### src/verilog/video_pkg.sv
package video_pkg;

    ////////////////////////////////////////////////////////////
    // widths
    ////////////////////////////////////////////////////////////

    // beam counters, wide enough for large modes
    localparam int COORD_W = 12;

    // one byte per colour
    localparam int PIXEL_W = 24;

    // line buffer word address
    localparam int ADDR_W = 14;

    ////////////////////////////////////////////////////////////
    // types
    ////////////////////////////////////////////////////////////

    typedef logic [COORD_W-1:0] coord_t;

    typedef logic [PIXEL_W-1:0] pixel_t;

    typedef logic [ADDR_W-1:0] ram_addr_t;

    // picks the vertical length of the running frame
    typedef enum logic {
        field_even,
        field_odd
    } field_t;

endpackage
### src/verilog/beam_timing.sv
module beam_timing #(
    parameter int   H_TOTAL      = 800,
    parameter int   H_SYNC_START = 656,
    parameter int   H_SYNC_WIDTH = 96,
    parameter logic H_SYNC_POL   = 1'b0,
    parameter int   V_LINES_EVEN = 525,
    parameter int   V_LINES_ODD  = 526,
    parameter int   V_SYNC_START = 490,
    parameter int   V_SYNC_WIDTH = 2,
    parameter logic V_SYNC_POL   = 1'b0
) (
    input  logic              clock,
    input  logic              reset,
    input  logic              starttrigger,
    output logic              running,
    output video_pkg::coord_t beam_x,
    output video_pkg::coord_t beam_y,
    output logic              hsync_raw,
    output logic              vsync_raw
);
    import video_pkg::*;

    localparam coord_t X_LAST      = coord_t'(H_TOTAL - 1);
    localparam coord_t Y_LAST_EVEN = coord_t'(V_LINES_EVEN - 1);
    localparam coord_t Y_LAST_ODD  = coord_t'(V_LINES_ODD - 1);
    localparam coord_t HS_BEGIN    = coord_t'(H_SYNC_START);
    localparam coord_t HS_END      = coord_t'(H_SYNC_START + H_SYNC_WIDTH);
    localparam coord_t VS_BEGIN    = coord_t'(V_SYNC_START);
    localparam coord_t VS_END      = coord_t'(V_SYNC_START + V_SYNC_WIDTH);

    field_t field;
    coord_t y_last;
    logic   x_wrap;
    logic   y_wrap;
    logic   h_active;
    logic   v_active;

    // last line of the frame depends on the field
    assign y_last = (field == field_odd) ? Y_LAST_ODD : Y_LAST_EVEN;

    assign x_wrap = (beam_x == X_LAST);
    assign y_wrap = (beam_y == y_last);

    assign h_active = (beam_x >= HS_BEGIN) && (beam_x < HS_END);
    // vsync covers whole lines only
    assign v_active = (beam_y >= VS_BEGIN) && (beam_y < VS_END);

    ////////////////////////////////////////////////////////////
    // start
    ////////////////////////////////////////////////////////////

    // once started, runs until reset
    always_ff @(posedge clock or posedge reset) begin
        if (reset) begin
            running <= 1'b0;
        end else if (!running && starttrigger) begin
            running <= 1'b1;
        end
    end

    ////////////////////////////////////////////////////////////
    // beam counters
    ////////////////////////////////////////////////////////////

    always_ff @(posedge clock or posedge reset) begin
        if (reset) begin
            beam_x <= '0;
            beam_y <= '0;
            field  <= field_even;
        end else if (running) begin
            if (x_wrap) begin
                beam_x <= '0;
                if (y_wrap) begin
                    beam_y <= '0;
                    // next frame uses the other length
                    field <= (field == field_even) ? field_odd : field_even;
                end else begin
                    beam_y <= beam_y + 1'b1;
                end
            end else begin
                beam_x <= beam_x + 1'b1;
            end
        end
    end

    ////////////////////////////////////////////////////////////
    // sync levels
    ////////////////////////////////////////////////////////////

    // one cycle behind the beam position
    always_ff @(posedge clock or posedge reset) begin
        if (reset) begin
            hsync_raw <= !H_SYNC_POL;
            vsync_raw <= !V_SYNC_POL;
        end else if (running) begin
            if (h_active) begin
                hsync_raw <= H_SYNC_POL;
            end else begin
                hsync_raw <= !H_SYNC_POL;
            end

            if (v_active) begin
                vsync_raw <= V_SYNC_POL;
            end else begin
                vsync_raw <= !V_SYNC_POL;
            end
        end
    end

endmodule

### src/verilog/line_reader.sv
module line_reader #(
    parameter int CAP_X_START  = 0,
    parameter int CAP_Y_START  = 0,
    parameter int CAP_LINES    = 480,
    parameter int LINE_WORDS   = 160,
    parameter int RAM_WORDS    = 16000,
    parameter int PIXEL_REPEAT = 4
) (
    input  logic                 clock,
    input  logic                 reset,
    input  logic                 running,
    input  video_pkg::coord_t    beam_x,
    input  video_pkg::coord_t    beam_y,
    output video_pkg::ram_addr_t rdaddr,
    output logic                 in_capture
);
    import video_pkg::*;

    localparam int REP_W = (PIXEL_REPEAT > 1) ? $clog2(PIXEL_REPEAT) : 1;

    localparam coord_t WIN_X_BEGIN = coord_t'(CAP_X_START);
    localparam coord_t WIN_X_LAST  = coord_t'(CAP_X_START + LINE_WORDS * PIXEL_REPEAT - 1);
    localparam coord_t WIN_Y_BEGIN = coord_t'(CAP_Y_START);
    localparam coord_t WIN_Y_LAST  = coord_t'(CAP_Y_START + CAP_LINES - 1);

    localparam ram_addr_t LINE_STEP  = ram_addr_t'(LINE_WORDS);
    localparam ram_addr_t BASE_LIMIT = ram_addr_t'(RAM_WORDS - LINE_WORDS);

    localparam logic [REP_W-1:0] REP_LAST = REP_W'(PIXEL_REPEAT - 1);

    logic             x_in;
    logic             y_in;
    logic             win;
    logic [REP_W-1:0] rep_cnt;
    ram_addr_t        word_idx;
    ram_addr_t        line_base;

    assign x_in = (beam_x >= WIN_X_BEGIN) && (beam_x <= WIN_X_LAST);
    assign y_in = (beam_y >= WIN_Y_BEGIN) && (beam_y <= WIN_Y_LAST);
    assign win  = x_in && y_in;

    ////////////////////////////////////////////////////////////
    // word counter
    ////////////////////////////////////////////////////////////

    // cleared outside the window, so every line starts at word 0
    always_ff @(posedge clock or posedge reset) begin
        if (reset) begin
            rep_cnt  <= '0;
            word_idx <= '0;
        end else if (running && x_in) begin
            if (rep_cnt == REP_LAST) begin
                rep_cnt  <= '0;
                word_idx <= word_idx + 1'b1;
            end else begin
                rep_cnt <= rep_cnt + 1'b1;
            end
        end else begin
            rep_cnt  <= '0;
            word_idx <= '0;
        end
    end

    ////////////////////////////////////////////////////////////
    // line base
    ////////////////////////////////////////////////////////////

    // steps after the last word of a captured line
    always_ff @(posedge clock or posedge reset) begin
        if (reset) begin
            line_base <= '0;
        end else if (running && win && beam_x == WIN_X_LAST) begin
            if (beam_y == WIN_Y_LAST) begin
                // next frame starts at the top of the buffer
                line_base <= '0;
            end else if (line_base < BASE_LIMIT) begin
                line_base <= line_base + LINE_STEP;
            end else begin
                line_base <= '0;
            end
        end
    end

    // address and window flag, one cycle behind the beam
    always_ff @(posedge clock or posedge reset) begin
        if (reset) begin
            rdaddr     <= '0;
            in_capture <= 1'b0;
        end else if (running) begin
            in_capture <= win;
            rdaddr     <= win ? (line_base + word_idx) : '0;
        end
    end

endmodule

### src/verilog/pixel_output.sv
module pixel_output #(
    parameter int   H_VISIBLE  = 640,
    parameter int   V_VISIBLE  = 480,
    parameter logic H_SYNC_POL = 1'b0,
    parameter logic V_SYNC_POL = 1'b0
) (
    input  logic              clock,
    input  logic              reset,
    input  logic              running,
    input  video_pkg::coord_t beam_x,
    input  video_pkg::coord_t beam_y,
    input  logic              hsync_raw,
    input  logic              vsync_raw,
    input  logic              in_capture,
    input  video_pkg::pixel_t rddata,
    output video_pkg::pixel_t video_out,
    output logic              hsync,
    output logic              vsync,
    output logic              draw_area,
    output logic              fullcycle
);
    import video_pkg::*;

    localparam coord_t VIS_X = coord_t'(H_VISIBLE);
    localparam coord_t VIS_Y = coord_t'(V_VISIBLE);

    localparam logic [3:0] FULL_COUNT = 4'd15;

    coord_t     x_d1;
    coord_t     x_d2;
    coord_t     y_d1;
    coord_t     y_d2;
    logic       hs_d;
    logic       vs_d;
    logic       cap_d;
    logic       run_d1;
    logic       run_d2;
    pixel_t     swapped;
    logic       vs_on;
    logic [3:0] vs_count;

    // ram word holds the bytes in reverse order
    assign swapped = {rddata[7:0], rddata[15:8], rddata[23:16]};

    assign vs_on = (vsync == V_SYNC_POL);

    ////////////////////////////////////////////////////////////
    // alignment with rddata
    ////////////////////////////////////////////////////////////

    always_ff @(posedge clock) begin
        x_d1  <= beam_x;
        y_d1  <= beam_y;
        x_d2  <= x_d1;
        y_d2  <= y_d1;
        hs_d  <= hsync_raw;
        vs_d  <= vsync_raw;
        cap_d <= in_capture;
    end

    // outputs hold their idle levels until the pipe is filled
    always_ff @(posedge clock or posedge reset) begin
        if (reset) begin
            run_d1 <= 1'b0;
            run_d2 <= 1'b0;
        end else begin
            run_d1 <= running;
            run_d2 <= run_d1;
        end
    end

    always_ff @(posedge clock or posedge reset) begin
        if (reset) begin
            video_out <= '0;
            hsync     <= !H_SYNC_POL;
            vsync     <= !V_SYNC_POL;
            draw_area <= 1'b0;
        end else if (run_d2) begin
            video_out <= cap_d ? swapped : '0;
            hsync     <= hs_d;
            vsync     <= vs_d;
            draw_area <= (x_d2 < VIS_X) && (y_d2 < VIS_Y);
        end
    end

    // sticky once 15 active vsync cycles were seen
    always_ff @(posedge clock or posedge reset) begin
        if (reset) begin
            vs_count  <= '0;
            fullcycle <= 1'b0;
        end else begin
            if (vs_on && vs_count != FULL_COUNT) begin
                vs_count <= vs_count + 1'b1;
            end
            fullcycle <= fullcycle || (vs_on && vs_count == FULL_COUNT - 1'b1);
        end
    end

endmodule

### src/verilog/ram2video.sv
module ram2video #(
    parameter int   H_TOTAL      = 800,
    parameter int   H_VISIBLE    = 640,
    parameter int   H_SYNC_START = 656,
    parameter int   H_SYNC_WIDTH = 96,
    parameter logic H_SYNC_POL   = 1'b0,
    parameter int   V_LINES_EVEN = 525,
    parameter int   V_LINES_ODD  = 526,
    parameter int   V_VISIBLE    = 480,
    parameter int   V_SYNC_START = 490,
    parameter int   V_SYNC_WIDTH = 2,
    parameter logic V_SYNC_POL   = 1'b0,
    parameter int   CAP_X_START  = 0,
    parameter int   CAP_Y_START  = 0,
    parameter int   CAP_LINES    = 480,
    parameter int   LINE_WORDS   = 160,
    parameter int   RAM_WORDS    = 16000,
    parameter int   PIXEL_REPEAT = 4
) (
    input  logic                 clock,
    input  logic                 reset,
    input  logic                 starttrigger,
    output video_pkg::ram_addr_t rdaddr,
    input  video_pkg::pixel_t    rddata,
    output video_pkg::pixel_t    video_out,
    output logic                 hsync,
    output logic                 vsync,
    output logic                 draw_area,
    output logic                 fullcycle
);
    import video_pkg::*;

    logic   running;
    coord_t beam_x;
    coord_t beam_y;
    logic   hsync_raw;
    logic   vsync_raw;
    logic   in_capture;

    ////////////////////////////////////////////////////////////
    // beam, then ram read, then output stage
    ////////////////////////////////////////////////////////////

    beam_timing #(
        .H_TOTAL      (H_TOTAL),
        .H_SYNC_START (H_SYNC_START),
        .H_SYNC_WIDTH (H_SYNC_WIDTH),
        .H_SYNC_POL   (H_SYNC_POL),
        .V_LINES_EVEN (V_LINES_EVEN),
        .V_LINES_ODD  (V_LINES_ODD),
        .V_SYNC_START (V_SYNC_START),
        .V_SYNC_WIDTH (V_SYNC_WIDTH),
        .V_SYNC_POL   (V_SYNC_POL)
    ) u_beam_timing (
        .clock        (clock),
        .reset        (reset),
        .starttrigger (starttrigger),
        .running      (running),
        .beam_x       (beam_x),
        .beam_y       (beam_y),
        .hsync_raw    (hsync_raw),
        .vsync_raw    (vsync_raw)
    );

    line_reader #(
        .CAP_X_START  (CAP_X_START),
        .CAP_Y_START  (CAP_Y_START),
        .CAP_LINES    (CAP_LINES),
        .LINE_WORDS   (LINE_WORDS),
        .RAM_WORDS    (RAM_WORDS),
        .PIXEL_REPEAT (PIXEL_REPEAT)
    ) u_line_reader (
        .clock        (clock),
        .reset        (reset),
        .running      (running),
        .beam_x       (beam_x),
        .beam_y       (beam_y),
        .rdaddr       (rdaddr),
        .in_capture   (in_capture)
    );

    pixel_output #(
        .H_VISIBLE    (H_VISIBLE),
        .V_VISIBLE    (V_VISIBLE),
        .H_SYNC_POL   (H_SYNC_POL),
        .V_SYNC_POL   (V_SYNC_POL)
    ) u_pixel_output (
        .clock        (clock),
        .reset        (reset),
        .running      (running),
        .beam_x       (beam_x),
        .beam_y       (beam_y),
        .hsync_raw    (hsync_raw),
        .vsync_raw    (vsync_raw),
        .in_capture   (in_capture),
        .rddata       (rddata),
        .video_out    (video_out),
        .hsync        (hsync),
        .vsync        (vsync),
        .draw_area    (draw_area),
        .fullcycle    (fullcycle)
    );

endmodule

### config.mk
export PLATFORM = sky130hd
export DESIGN_NAME = ram2video
export DESIGN_NICKNAME = d
export VERILOG_FILES = /design/src/verilog/video_pkg.sv /design/src/verilog/beam_timing.sv /design/src/verilog/line_reader.sv /design/src/verilog/pixel_output.sv /design/src/verilog/ram2video.sv
export SDC_FILE = /design/constraint.sdc
export NUM_CORES = 1
export LEC_CHECK = 0
export ABC_AREA = 1
export BUFFER_PORTS_ARGS = -buffer_cell sky130_fd_sc_hd__buf_2
export CAP_MARGIN = 20
export CORE_UTILIZATION = 50
export CTS_BUF_LIST = sky130_fd_sc_hd__clkbuf_8
export DETAILED_ROUTE_END_ITERATION = 8
export GPL_TIMING_DRIVEN = 0
export PLACE_DENSITY_LB_ADDON = 0.3
export SKIP_LAST_GASP = 1
export SLEW_MARGIN = 5
export SYNTH_ARGS = -nofsm -noshare
export SYNTH_HDL_FRONTEND = slang
export SYNTH_HIERARCHICAL = 1
export SYNTH_SLANG_ARGS = --single-unit
export TNS_END_PERCENT = 20
### constraint.sdc
create_clock -name clock -period 2.7 [get_ports clock]
set_input_delay 0.135 -clock clock [delete_from_list [all_inputs] [get_ports clock]]
set_output_delay 0.135 -clock clock [all_outputs]
set_load 0.01 [all_outputs]
==> results of run 1 <==
## Yosys cell counts (4+ instances only)
library cell / n
nand2_1: 266
dfrtp_1: 98
inv_1: 96
nand3_1: 81
nor2_1: 78
dfxtp_1: 27
nand4_1: 18
ha_1: 17
o21ai_0: 16
xor2_1: 14
o21ai_1: 13
nor3_1: 10
inv_2: 9
a21oi_1: 8
buf_2: 8
xnor2_1: 8
nor2_4: 6
nor2_2: 5
buf_4: 4
dfstp_2: 4
## registers in the layout (all words and copies together) (netlist names), 2 cells and up
signal	cells
u_pixel_output/vs_count	4
u_beam_timing/beam_y	12
u_line_reader/rdaddr	14
u_pixel_output/y_d2	7
u_line_reader/rep_cnt	2
u_pixel_output/x_d1	5
u_pixel_output/y_d1	7
u_line_reader/word_idx	14
u_pixel_output/x_d2	5
u_beam_timing/beam_x	12
u_line_reader/line_base	9
u_pixel_output/video_out	24
## worst max path at each step
stage / end / slack [ns]
2_1_floorplan: u_line_reader/rdaddr[11] / 1.32
3_3_place_gp: u_line_reader/word_idx[10] / 1.01
3_5_place_dp: u_line_reader/rdaddr[6] / 1.11
4_1_cts: u_line_reader/rdaddr[7] / 1.10
5_1_grt: u_line_reader/line_base[12] / 0.97
6_report: u_line_reader/line_base[13] / 1.11
## power groups by stage
stage | registers [mW] | logic, mW | clock network (mW)
CTS | 2.24 | 0.708 | 1.97
global route | 2.27 | 0.813 | 2.06
finish | 2.24 | 0.702 | 1.92
global placement | 2.27 | 0.636 | 0
floorplan | 2.27 | 0.460 | 0
detailed placement | 2.28 | 0.676 | 0
## area by class of cell
| cell class | count | share of cell area (%) |
|---|---|---|
| timing repair buffer | 96 | 8.55 |
| clock buffer | 19 | 3.41 |
| clock inverter | 13 | 2.69 |
| multi-input combinational | 562 | 35.7 |
| sequential | 129 | 40.4 |
| tap | 168 | 2.74 |
| inverter | 105 | 5.14 |
| buffer | 16 | 1.40 |
## tightest hold or removal path: cells and delay by family
kind                   cells  cell delay, ns
buffers and inverters      3            0.99
## metrics by stage
stage               setup slack, ns  hold slack (ns)
floorplan                      1.32            0.199
global placement               1.01            0.310
detailed placement             1.11            0.167
CTS                            1.10            0.244
global route                  0.968            0.281
finish                         1.11            0.270
## kinds of logic (layout without fill, tap and decap cells)
kind of cell             count (synthesis)  in the layout
AO/OA/AOI/OAI                           42             42
XOR/XNOR                                23             23
adder cells (fa/ha/maj)                 17             17
buffers and inverters                  121            249
flip-flops                             129            129
AND/OR/NAND/NOR                        480            480
## metal layers
layer  part of all wire, %  GRT usage (%)  vias to the layer above
li1                      -              -                     2779
met1                    48           31.1                     2509
met2                    47           38.1                      111
met3                   4.2           5.61                       15
met4                   1.0           8.14                        0
met5                     0              0                        -
==> impl_metrics.tcl, run 1 <==
set metrics [dict create \
    status "completed" \
    cts-resized-gates 0 \
    initial_utilization_pct 52.1 \
    clock_power_share_pct 39.5 \
    worstSetupStartpoint "u_beam_timing/beam_y[7]" \
    muxShareOfSynthArea_pct 0 \
    dp.cells 1050 \
    synth_compound_area_share_pct 3.50 \
    totalNegativeSetupSlack_ns 0 \
    die_h_microns 115 \
    switching_share_pct 27.5 \
    cts_buffers 17 \
    drive_above_1_share_pct 16.4 \
    totalWireLength_microns 14100 \
    detail-route-antenna-nets 0 \
    r2r-start "u_beam_timing/beam_y[7]" \
    hold_viol 0 \
    synth_top_family_by_area "simple AND/OR/NAND/NOR gates" \
    synth_cell_types 36 \
    cp_cell_sequence "nand2_1 -> inv_1 -> nand2_1 -> nand2_1 -> nor2_4 -> nand2_4 -> nand2_1 -> nand2_1" \
    worst_path_most_repeated_cell "nand2_1" \
    cp_num_cells 8 \
    antenna-diode-count 0 \
    p_switching_mw 1.34 \
    fin_nets 971 \
    path_class "reg2reg" \
    cts.clk_slew.worst_paths_ns 0.08 \
    synthCells 812 \
    synth_nets 856 \
    fin_crit_sh_pct 59.1 \
    syn_to_final_growth_pct 21.1 \
    seq_area_frac_synth_pct 48.9 \
    required_ns 3.02 \
    power.total_mw 4.86 \
    portBuffers 68 \
    synthSimpleGateAreaFrac_pct 33.0 \
    synth-xor-area-share_pct 3.30 \
    grt-ovfl-total 0 \
    root_buffer "clkbuf_8" \
    finalInstanceArea_sq_um 7670 \
    coreArea_sq_um 12200 \
    critical_path.top_delay_family "simple AND/OR/NAND/NOR gates" \
    worst_slew_pin_slew_ns 0.842 \
    seq_power_share_pct 46.1 \
    cts_tree "yes" \
    gp_congestion 0.896 \
    fmax_mhz 627 \
    cts_setup_buffers 0 \
    via_per_inst 4.89 \
    cp_slowest_cell "dfrtp_1" \
    relSlewSlack_pct 43.8 \
    place_hpwl_microns 9700 \
    arrival_ns 1.91 \
    synth_top_area_cell "dfrtp_1" \
    clock_latency_ns 0.44 \
    fill_cells 1044 \
    slowest_delay_ns 0.48 \
    cap_viol_max_count 0 \
    peakVddDrop_uv 390 \
    syn_area_sq_um 6340 \
    grt_pass1_vias 5103 \
    wl_per_cell_microns 12.7 \
    cts.path.max_buffers 2 \
    fin_util_pct 63.1 \
    seq_area_sq_um 3100 \
    antenna_found_initial 0 \
    rows 40 \
    final_common_cell "nand2_1" \
    clock_skew_ns 0.0150 \
    dieArea_sq_um 13100 \
    hp-class "in2async" \
    rsz0062_at_grt "no" \
    r2r-end "u_line_reader/line_base[13]" \
    yosysWarnings 6 \
    power.density_nw_per_um2 634 \
    pwr-share-comb_pct 14.4 \
    cts_hold_buf 26 \
    vias 5414 \
    grt_usage_pct 23.6 \
    slew_viol_final 0 \
    firstDrtPassIters 5 \
    cp_max_fo 9 \
    synthArstFlopShare_pct 79.1 \
    synth_top_area_share_pct 38.7 \
    synth_edf_count 0 \
    stdcell_count 1108 \
    multi_input_area_sq_um 2740 \
    drc_errors 0 \
    synth_area_leaders "dfrtp_1 39%, nand2_1 16%, dfxtp_1 8.5%" \
    critPathLaunchType "flop" \
    cts_max_level 4 \
    drtIter0Drc 351 \
    worstPathBufferInverterCount 1 \
    ff2ff_setup_slack_ns 1.11 \
    grt_pass1_wl_microns 24000 \
    avgSynthCellArea_sq_um 7.80 \
    setup_viol 0 \
    ys.flop_type "dfrtp_1" \
    num_io_pins 69 \
    grt_start_max_net_pins 41 \
    internal_power_mw 3.53 \
    critPathCaptureType "flop" \
    synth_seq_cells 129 \
    worst_r2r_path_depth 8 \
    cts.sink_count 129 \
    placed_area_sq_um 6940 \
    die_w_microns 115 \
    final_cell_mix "266 x nand2_1, 98 x dfrtp_1, 95 x inv_1, 81 x nand3_1, 78 x nor2_1" \
    synth_fa_ha_area_share_pct 3.36 \
    cellLeakagePower_nw 3.96 \
    fin_crit_ns 1.59 \
]
Power figures use the tool's default switching activity.
==> run 2: changes to the inputs <==
--- a/config.mk
+++ b/config.mk
@@ -5,7 +5,7 @@
 export SDC_FILE = /design/constraint.sdc
 export NUM_CORES = 1
 export LEC_CHECK = 0
-export ABC_AREA = 1
+export ABC_AREA = 0
 export BUFFER_PORTS_ARGS = -buffer_cell sky130_fd_sc_hd__buf_2
 export CAP_MARGIN = 20
 export CORE_UTILIZATION = 50
==> constraint.sdc (replaced) <==
create_clock -name clock -period 1.6 [get_ports clock]
set_input_delay 0.08 -clock clock [delete_from_list [all_inputs] [get_ports clock]]
set_output_delay 0.08 -clock clock [all_outputs]
set_load 0.01 [all_outputs]
==> run 2 against run 1 <==
The run now ends with setup timing left. Clock power increased by 23%. Critical path depth down 1. Register-to-register slack lost 1.5 ns. Routed wire length fell by 11%. Sequential share of layout area up 3.1 points. Area after synthesis is 12% lower. Final cell count fell by 27%. Die area shrank 12%. Flip-flop and latch count stayed put. Worst setup slack worse by 1.5 ns.
==> impl_metrics.tcl, run 2 <==
set metrics [dict create \
    status "finished with violations" \
    violations "setup timing" \
    fin_crit_ns 1.98 \
    netlist_top_cells_count "98 x dfrtp_1, 53 x nand2_1, 45 x inv_1, 35 x nor2_1, 27 x dfxtp_1" \
    muxShareOfSynthArea_pct 0.560 \
    synth_area_leaders "dfrtp_1 44%, dfxtp_1 9.7%, ha_1 3.8%" \
    initial_utilization_pct 51.5 \
    critPathLaunchType "flop" \
    peakVddDrop_uv 688 \
    fin_util_pct 66.1 \
    hp-class "in2async" \
    clock_latency_ns 0.44 \
    power.density_nw_per_um2 1010 \
    synth_top_area_cell "dfrtp_1" \
    cellLeakagePower_nw 3.43 \
    num_io_pins 69 \
    coreArea_sq_um 10800 \
    synth-xor-area-share_pct 5.02 \
    required_ns 1.89 \
    drc_errors 0 \
    worstPathBufferInverterCount 1 \
    synth_cell_types 64 \
    syn_to_final_growth_pct 28.3 \
    cts.clk_slew.worst_paths_ns 0.07 \
    final_cell_mix "82 x dfrtp_1, 70 x buf_2, 52 x nand2_1, 50 x inv_1, 35 x nor2_1" \
    via_per_inst 5.48 \
    totalWireLength_microns 12600 \
    synthCells 524 \
    firstDrtPassIters 5 \
    detail-route-antenna-nets 0 \
    yosysMostFrequentCell "dfrtp_1" \
    fin_nets 705 \
    dieArea_sq_um 11600 \
    yosysWarnings 6 \
    synth_nets 568 \
    synth_edf_count 0 \
    die_w_microns 108 \
    fmax_mhz 505 \
    setup_viol 43 \
    syn_area_sq_um 5590 \
    relSlewSlack_pct 45.0 \
    antenna-diode-count 0 \
    largest_register_ffs 24 \
    reg_top3 "u_pixel_output/video_out: 24 flops, u_line_reader/rdaddr: 14 flops, u_line_reader/word_idx: 14 flops" \
    vias 4464 \
    synthSimpleGateAreaFrac_pct 17.2 \
    place_hpwl_microns 7930 \
    drive_above_1_share_pct 28.3 \
    cts.path.max_buffers 2 \
    slew_viol_final 0 \
    seq_area_frac_synth_pct 55.5 \
    rsz0062_at_grt "yes" \
    placed_area_sq_um 6170 \
    synth_fa_ha_area_share_pct 3.81 \
    avgSynthCellArea_sq_um 10.7 \
    worst_slew_pin_slew_ns 0.824 \
    clock_skew_ns 0.00966 \
    path_class "reg2reg" \
    stdcell_count 814 \
    die_h_microns 108 \
    grt_pass1_vias 4235 \
    rows 38 \
    cts_max_level 4 \
    cts_tree "yes" \
    fin_crit_sh_pct 124 \
    cts.sink_count 129 \
    hold_viol 0 \
    cts_buffers 17 \
    grt_pass1_wl_microns 19700 \
    cp_max_fo 4 \
    cp_cell_sequence "ha_4 -> a21oi_4 -> o2111ai_4 -> a2111oi_4 -> buf_4 -> o21a_1 -> o32ai_2" \
    synth_top_area_share_pct 43.9 \
    critical_path.top_delay_family "compound AO/OA/AOI/OAI gates" \
    synth_top_family_by_area "simple AND/OR/NAND/NOR gates" \
    finalInstanceArea_sq_um 7170 \
    synth_compound_area_share_pct 12.9 \
    portBuffers 68 \
    regMostFlops "u_pixel_output/video_out" \
    gp_congestion 0.871 \
    dp.cells 733 \
    slowest_delay_ns 0.45 \
    root_buffer "clkbuf_8" \
    wl_per_cell_microns 15.5 \
    synthArstFlopShare_pct 79.1 \
    antenna_found_initial 0 \
    totalNegativeSetupSlack_ns -6.97 \
    arrival_ns 2.27 \
    grt-ovfl-total 0 \
    grt_start_max_net_pins 41 \
    cp_slowest_cell "dfrtp_2" \
    ys.flop_type "dfrtp_1" \
    drtIter0Drc 304 \
    final_common_cell "dfrtp_1" \
    grt_usage_pct 22.0 \
    finalHoldWorstSlack_ns 0.237 \
    synth_seq_cells 129 \
    cap_viol_max_count 0 \
    critPathCaptureType "flop" \
    worst_slack_ns -0.380 \
]
## run 2: what timing repair did
| action | in CTS | in global routing |
|---|---|---|
| pin swaps | 6 | 15 |
| setup endpoints to repair | 39 | 54 |
| hold buffers | 26 | 0 |
| endpoints found under the hold margin | 100 | 0 |
| setup buffers | 13 | 11 |
| resized for setup | 21 | 25 |
| gates cloned | 0 | 0 |
## run 2: where the power goes
part           leakage [nW]  switching (mW)  internal [mW]  total, mW
clock network         0.203            1.16           1.20       2.36
registers              1.48           0.291           3.54       3.83
logic                  1.75           0.536          0.493       1.03
total                  3.43            1.99           5.23       7.22
## run 2: logic make-up after synthesis
logic type / count (synthesis)
simple gates: 176
flops: 129
compound gates: 105
buf+inv: 62
xor+xnor: 32
fa+ha+maj: 17
mux: 3
## run 2: path summary, 6_finish.rpt
path                                                  from                          to  slack, ns  depth (start not counted)
worst max-delay path            u_line_reader/line_base[6]    u_line_reader/rdaddr[13]      -0.38                          7
worst min register to register      u_pixel_output/y_d1[5]      u_pixel_output/y_d2[5]       0.33                          0
worst min-delay path                                 reset     u_beam_timing/beam_x[4]       0.24                          3
worst max register to register  u_line_reader/line_base[6]    u_line_reader/rdaddr[13]      -0.38                          7
min in group clock                  u_pixel_output/y_d1[5]      u_pixel_output/y_d2[5]       0.33                          0
max in group asynchronous                            reset  u_line_reader/line_base[7]       0.61                          3
## run 2: layer usage
| metal | track usage [%] | vias to the layer above | wire length [microns] |
|---|---|---|---|
| li1 | - | 2114 | - |
| met1 | 27.5 | 2150 | 5510 |
| met2 | 35.5 | 170 | 6000 |
| met3 | 6.17 | 30 | 742 |
| met4 | 10.1 | 0 | 334 |
| met5 | 0 | - | 0 |
## run 2: stage by stage
step                setup slack (ns)  total power [mW]
floorplan                     -0.223              4.48
global placement              -0.492              4.75
detailed placement            -0.500              4.82
CTS                           -0.331              7.24
global route                  -0.426              7.57
finish                        -0.380              7.22
## run 2: area by class of cell
cell class              count  area, sq um
fillers                   789         3670
flip-flops and latches    129         3120
multi-input cells         333         2400
repair buffers            119          840
clock buffers              21          289
well taps                 140          175
inverters                  45          169
plain buffers              16          120
clock inverters            11         52.6
## run 2: tightest hold or removal path, cell delays in order
cell and delay, ns:
dlygate4sd3_1 0.56, buf_2 0.15, inv_1 0.30
==> run 3: changes to the inputs <==
--- a/config.mk
+++ b/config.mk
@@ -13,6 +13,7 @@
 export DETAILED_ROUTE_END_ITERATION = 8
 export GPL_TIMING_DRIVEN = 0
 export PLACE_DENSITY_LB_ADDON = 0.3
+export SETUP_SLACK_MARGIN = 0.1
 export SKIP_LAST_GASP = 1
 export SLEW_MARGIN = 5
 export SYNTH_ARGS = -nofsm -noshare
==> run 3 against run 2 <==
The flow still finishes with violations (setup timing). Non-clock buffer count increased by 7. Sequential power hardly changed. Clock skew about the same. Flip-flop and latch count did not move. Largest cell class unchanged. Largest power group unchanged.
==> impl_metrics.tcl, run 3 (same netlist as run 2, synthesis figures left out) <==
set metrics [dict create \
    grt_pass1_vias 4344 \
    worst_slew_pin_slew_ns 0.829 \
    drtIter0Drc 314 \
    cellLeakagePower_nw 3.48 \
    fin_nets 712 \
    power.density_nw_per_um2 1080 \
    fill_cells 770 \
    wl_per_cell_microns 15.8 \
    hold_viol 0 \
    drive_above_1_share_pct 30.1 \
    vias 4498 \
    dieArea_sq_um 11600 \
    grt-ovfl-total 0 \
    root_buffer "clkbuf_8" \
    initial_utilization_pct 51.5 \
    place_hpwl_microns 7940 \
    portBuffers 68 \
    reg_top3 "u_pixel_output/video_out: 24 flops, u_line_reader/rdaddr: 14 flops, u_line_reader/word_idx: 14 flops" \
    internal_power_mw 5.75 \
    worst_slack_ns -0.364 \
    cap_viol_max_count 0 \
    final_common_cell "dfrtp_1" \
    ff2ff_setup_slack_ns -0.36 \
    cts_buffers 17 \
    violations "setup timing" \
    relSlewSlack_pct 44.6 \
    cts_max_level 4 \
    cts.clk_slew.worst_paths_ns 0.08 \
    worst_r2r_path_depth 6 \
    num_io_pins 69 \
    setup_viol 35 \
    critPathLaunchType "flop" \
    rows 38 \
    totalWireLength_microns 13000 \
    required_ns 1.94 \
    post-place-ws_ns -0.523 \
    cts.path.max_buffers 2 \
    die_h_microns 108 \
    cp_max_fo 6 \
    firstDrtPassIters 4 \
    grt_pass1_wl_microns 20200 \
    pwr-share-comb_pct 13.0 \
    seq_area_sq_um 3120 \
    slew_viol_final 0 \
    fin_crit_sh_pct 123 \
    drc_errors 0 \
    coreArea_sq_um 10800 \
    detail-route-antenna-nets 0 \
    largest_register_ffs 24 \
    via_per_inst 5.48 \
    placed_area_sq_um 6170 \
    clock_skew_ns 0.00936 \
    gp_congestion 0.890 \
    cts.sink_count 129 \
    path_class "reg2reg" \
    antenna-diode-count 0 \
    peakVddDrop_uv 628 \
    die_w_microns 108 \
    cts_tree "yes" \
    fmax_mhz 509 \
    r2r-end "u_line_reader/word_idx[11]" \
    finalInstanceArea_sq_um 7310 \
    hp-class "in2async" \
    clock_latency_ns 0.43 \
    critPathCaptureType "flop" \
    antenna_found_initial 0 \
    syn_to_final_growth_pct 30.9 \
    multi_input_area_sq_um 2410 \
    fin_crit_ns 1.96 \
    switching_share_pct 27.0 \
    status "finished with violations" \
    final_cell_mix "81 x dfrtp_1, 70 x buf_2, 52 x nand2_1, 44 x inv_1, 35 x nor2_1" \
    p_switching_mw 2.13 \
    r2r-start "u_line_reader/rep_cnt[0]" \
    seq_power_share_pct 48.5 \
    grt_start_max_net_pins 41 \
    rsz0062_at_grt "yes" \
    arrival_ns 2.31 \
    clock_power_share_pct 38.6 \
    regMostFlops "u_pixel_output/video_out" \
    grt_usage_pct 22.6 \
]
-- run 3: through the flow --
step | utilization [%] | setup TNS, ns | hold slack (ns) | cells | power [mW]
2_1_floorplan | - | -1.96 | 0.144 | 524 | 4.48
3_3_place_gp | 56.7 | -8.31 | 0.276 | 732 | 4.74
3_5_place_dp | 56.9 | -9.19 | 0.169 | 733 | 4.81
4_1_cts | 65.6 | -9.20 | 0.260 | 808 | 7.90
5_1_grt | 67.5 | -10.85 | 0.293 | 821 | 8.26
6_report | 67.5 | -7.32 | 0.286 | 821 | 7.88
-- run 3: worst max path at each step --
stage | endpoint | start | slack, ns | depth (start not counted)
after detailed placement | u_line_reader/line_base[12] | u_beam_timing/beam_y[10] | -0.52 | 5
after global placement | u_line_reader/line_base[8] | u_beam_timing/beam_y[10] | -0.48 | 5
after global routing | u_line_reader/word_idx[11] | u_line_reader/rep_cnt[0] | -0.44 | 6
final | u_line_reader/word_idx[11] | u_line_reader/rep_cnt[0] | -0.36 | 6
after CTS | u_line_reader/line_base[12] | u_beam_timing/beam_x[7] | -0.34 | 5
after floorplan | u_line_reader/line_base[12] | u_beam_timing/beam_x[7] | -0.22 | 5
-- run 3: cell type report --
class | count | share of cell area, %
clock inverter | 15 | 2.81
inverter | 45 | 2.31
tap | 140 | 2.40
buffer | 17 | 1.75
multi-input combinational | 333 | 32.9
sequential | 129 | 42.7
clock buffer | 17 | 3.20
timing repair buffer | 125 | 12.0
-- run 3: layer usage --
layer / vias to the layer above / track usage (%) / share of wire [%]
met5: - / 0 / 0
li1: 2131 / - / -
met2: 182 / 35.7 / 48
met4: 0 / 9.69 / 1.6
met3: 21 / 5.99 / 5.9
met1: 2164 / 29.2 / 45
-- run 3: timing repair --
| action | CTS | global route |
|---|---|---|
| resized for setup | 26 | 26 |
| hold buffers | 26 | 0 |
| buffers inserted | 16 | 12 |
| hold endpoints to repair | 100 | 0 |
| cloned | 1 | 0 |
| pin swaps | 7 | 16 |
| endpoints found under the setup margin | 54 | 61 |
-- run 3: critical path, cell delays in order, from the launching register on --
cell      delay, ns
dfrtp_1        0.36
ha_1           0.16
clkbuf_1       0.26
and3_1         0.29
nand4_1        0.23
or3_1          0.39
a21oi_1        0.19
-- run 3: power groups by stage --
stage          Sequential (mW)  Combinational, mW  Clock (mW)
2_1_floorplan             3.86              0.618           0
3_3_place_gp              3.86              0.881           0
3_5_place_dp              3.88              0.930           0
4_1_cts                   3.82               1.00        3.08
5_1_grt                   3.86               1.15        3.25
6_report                  3.82               1.02        3.04
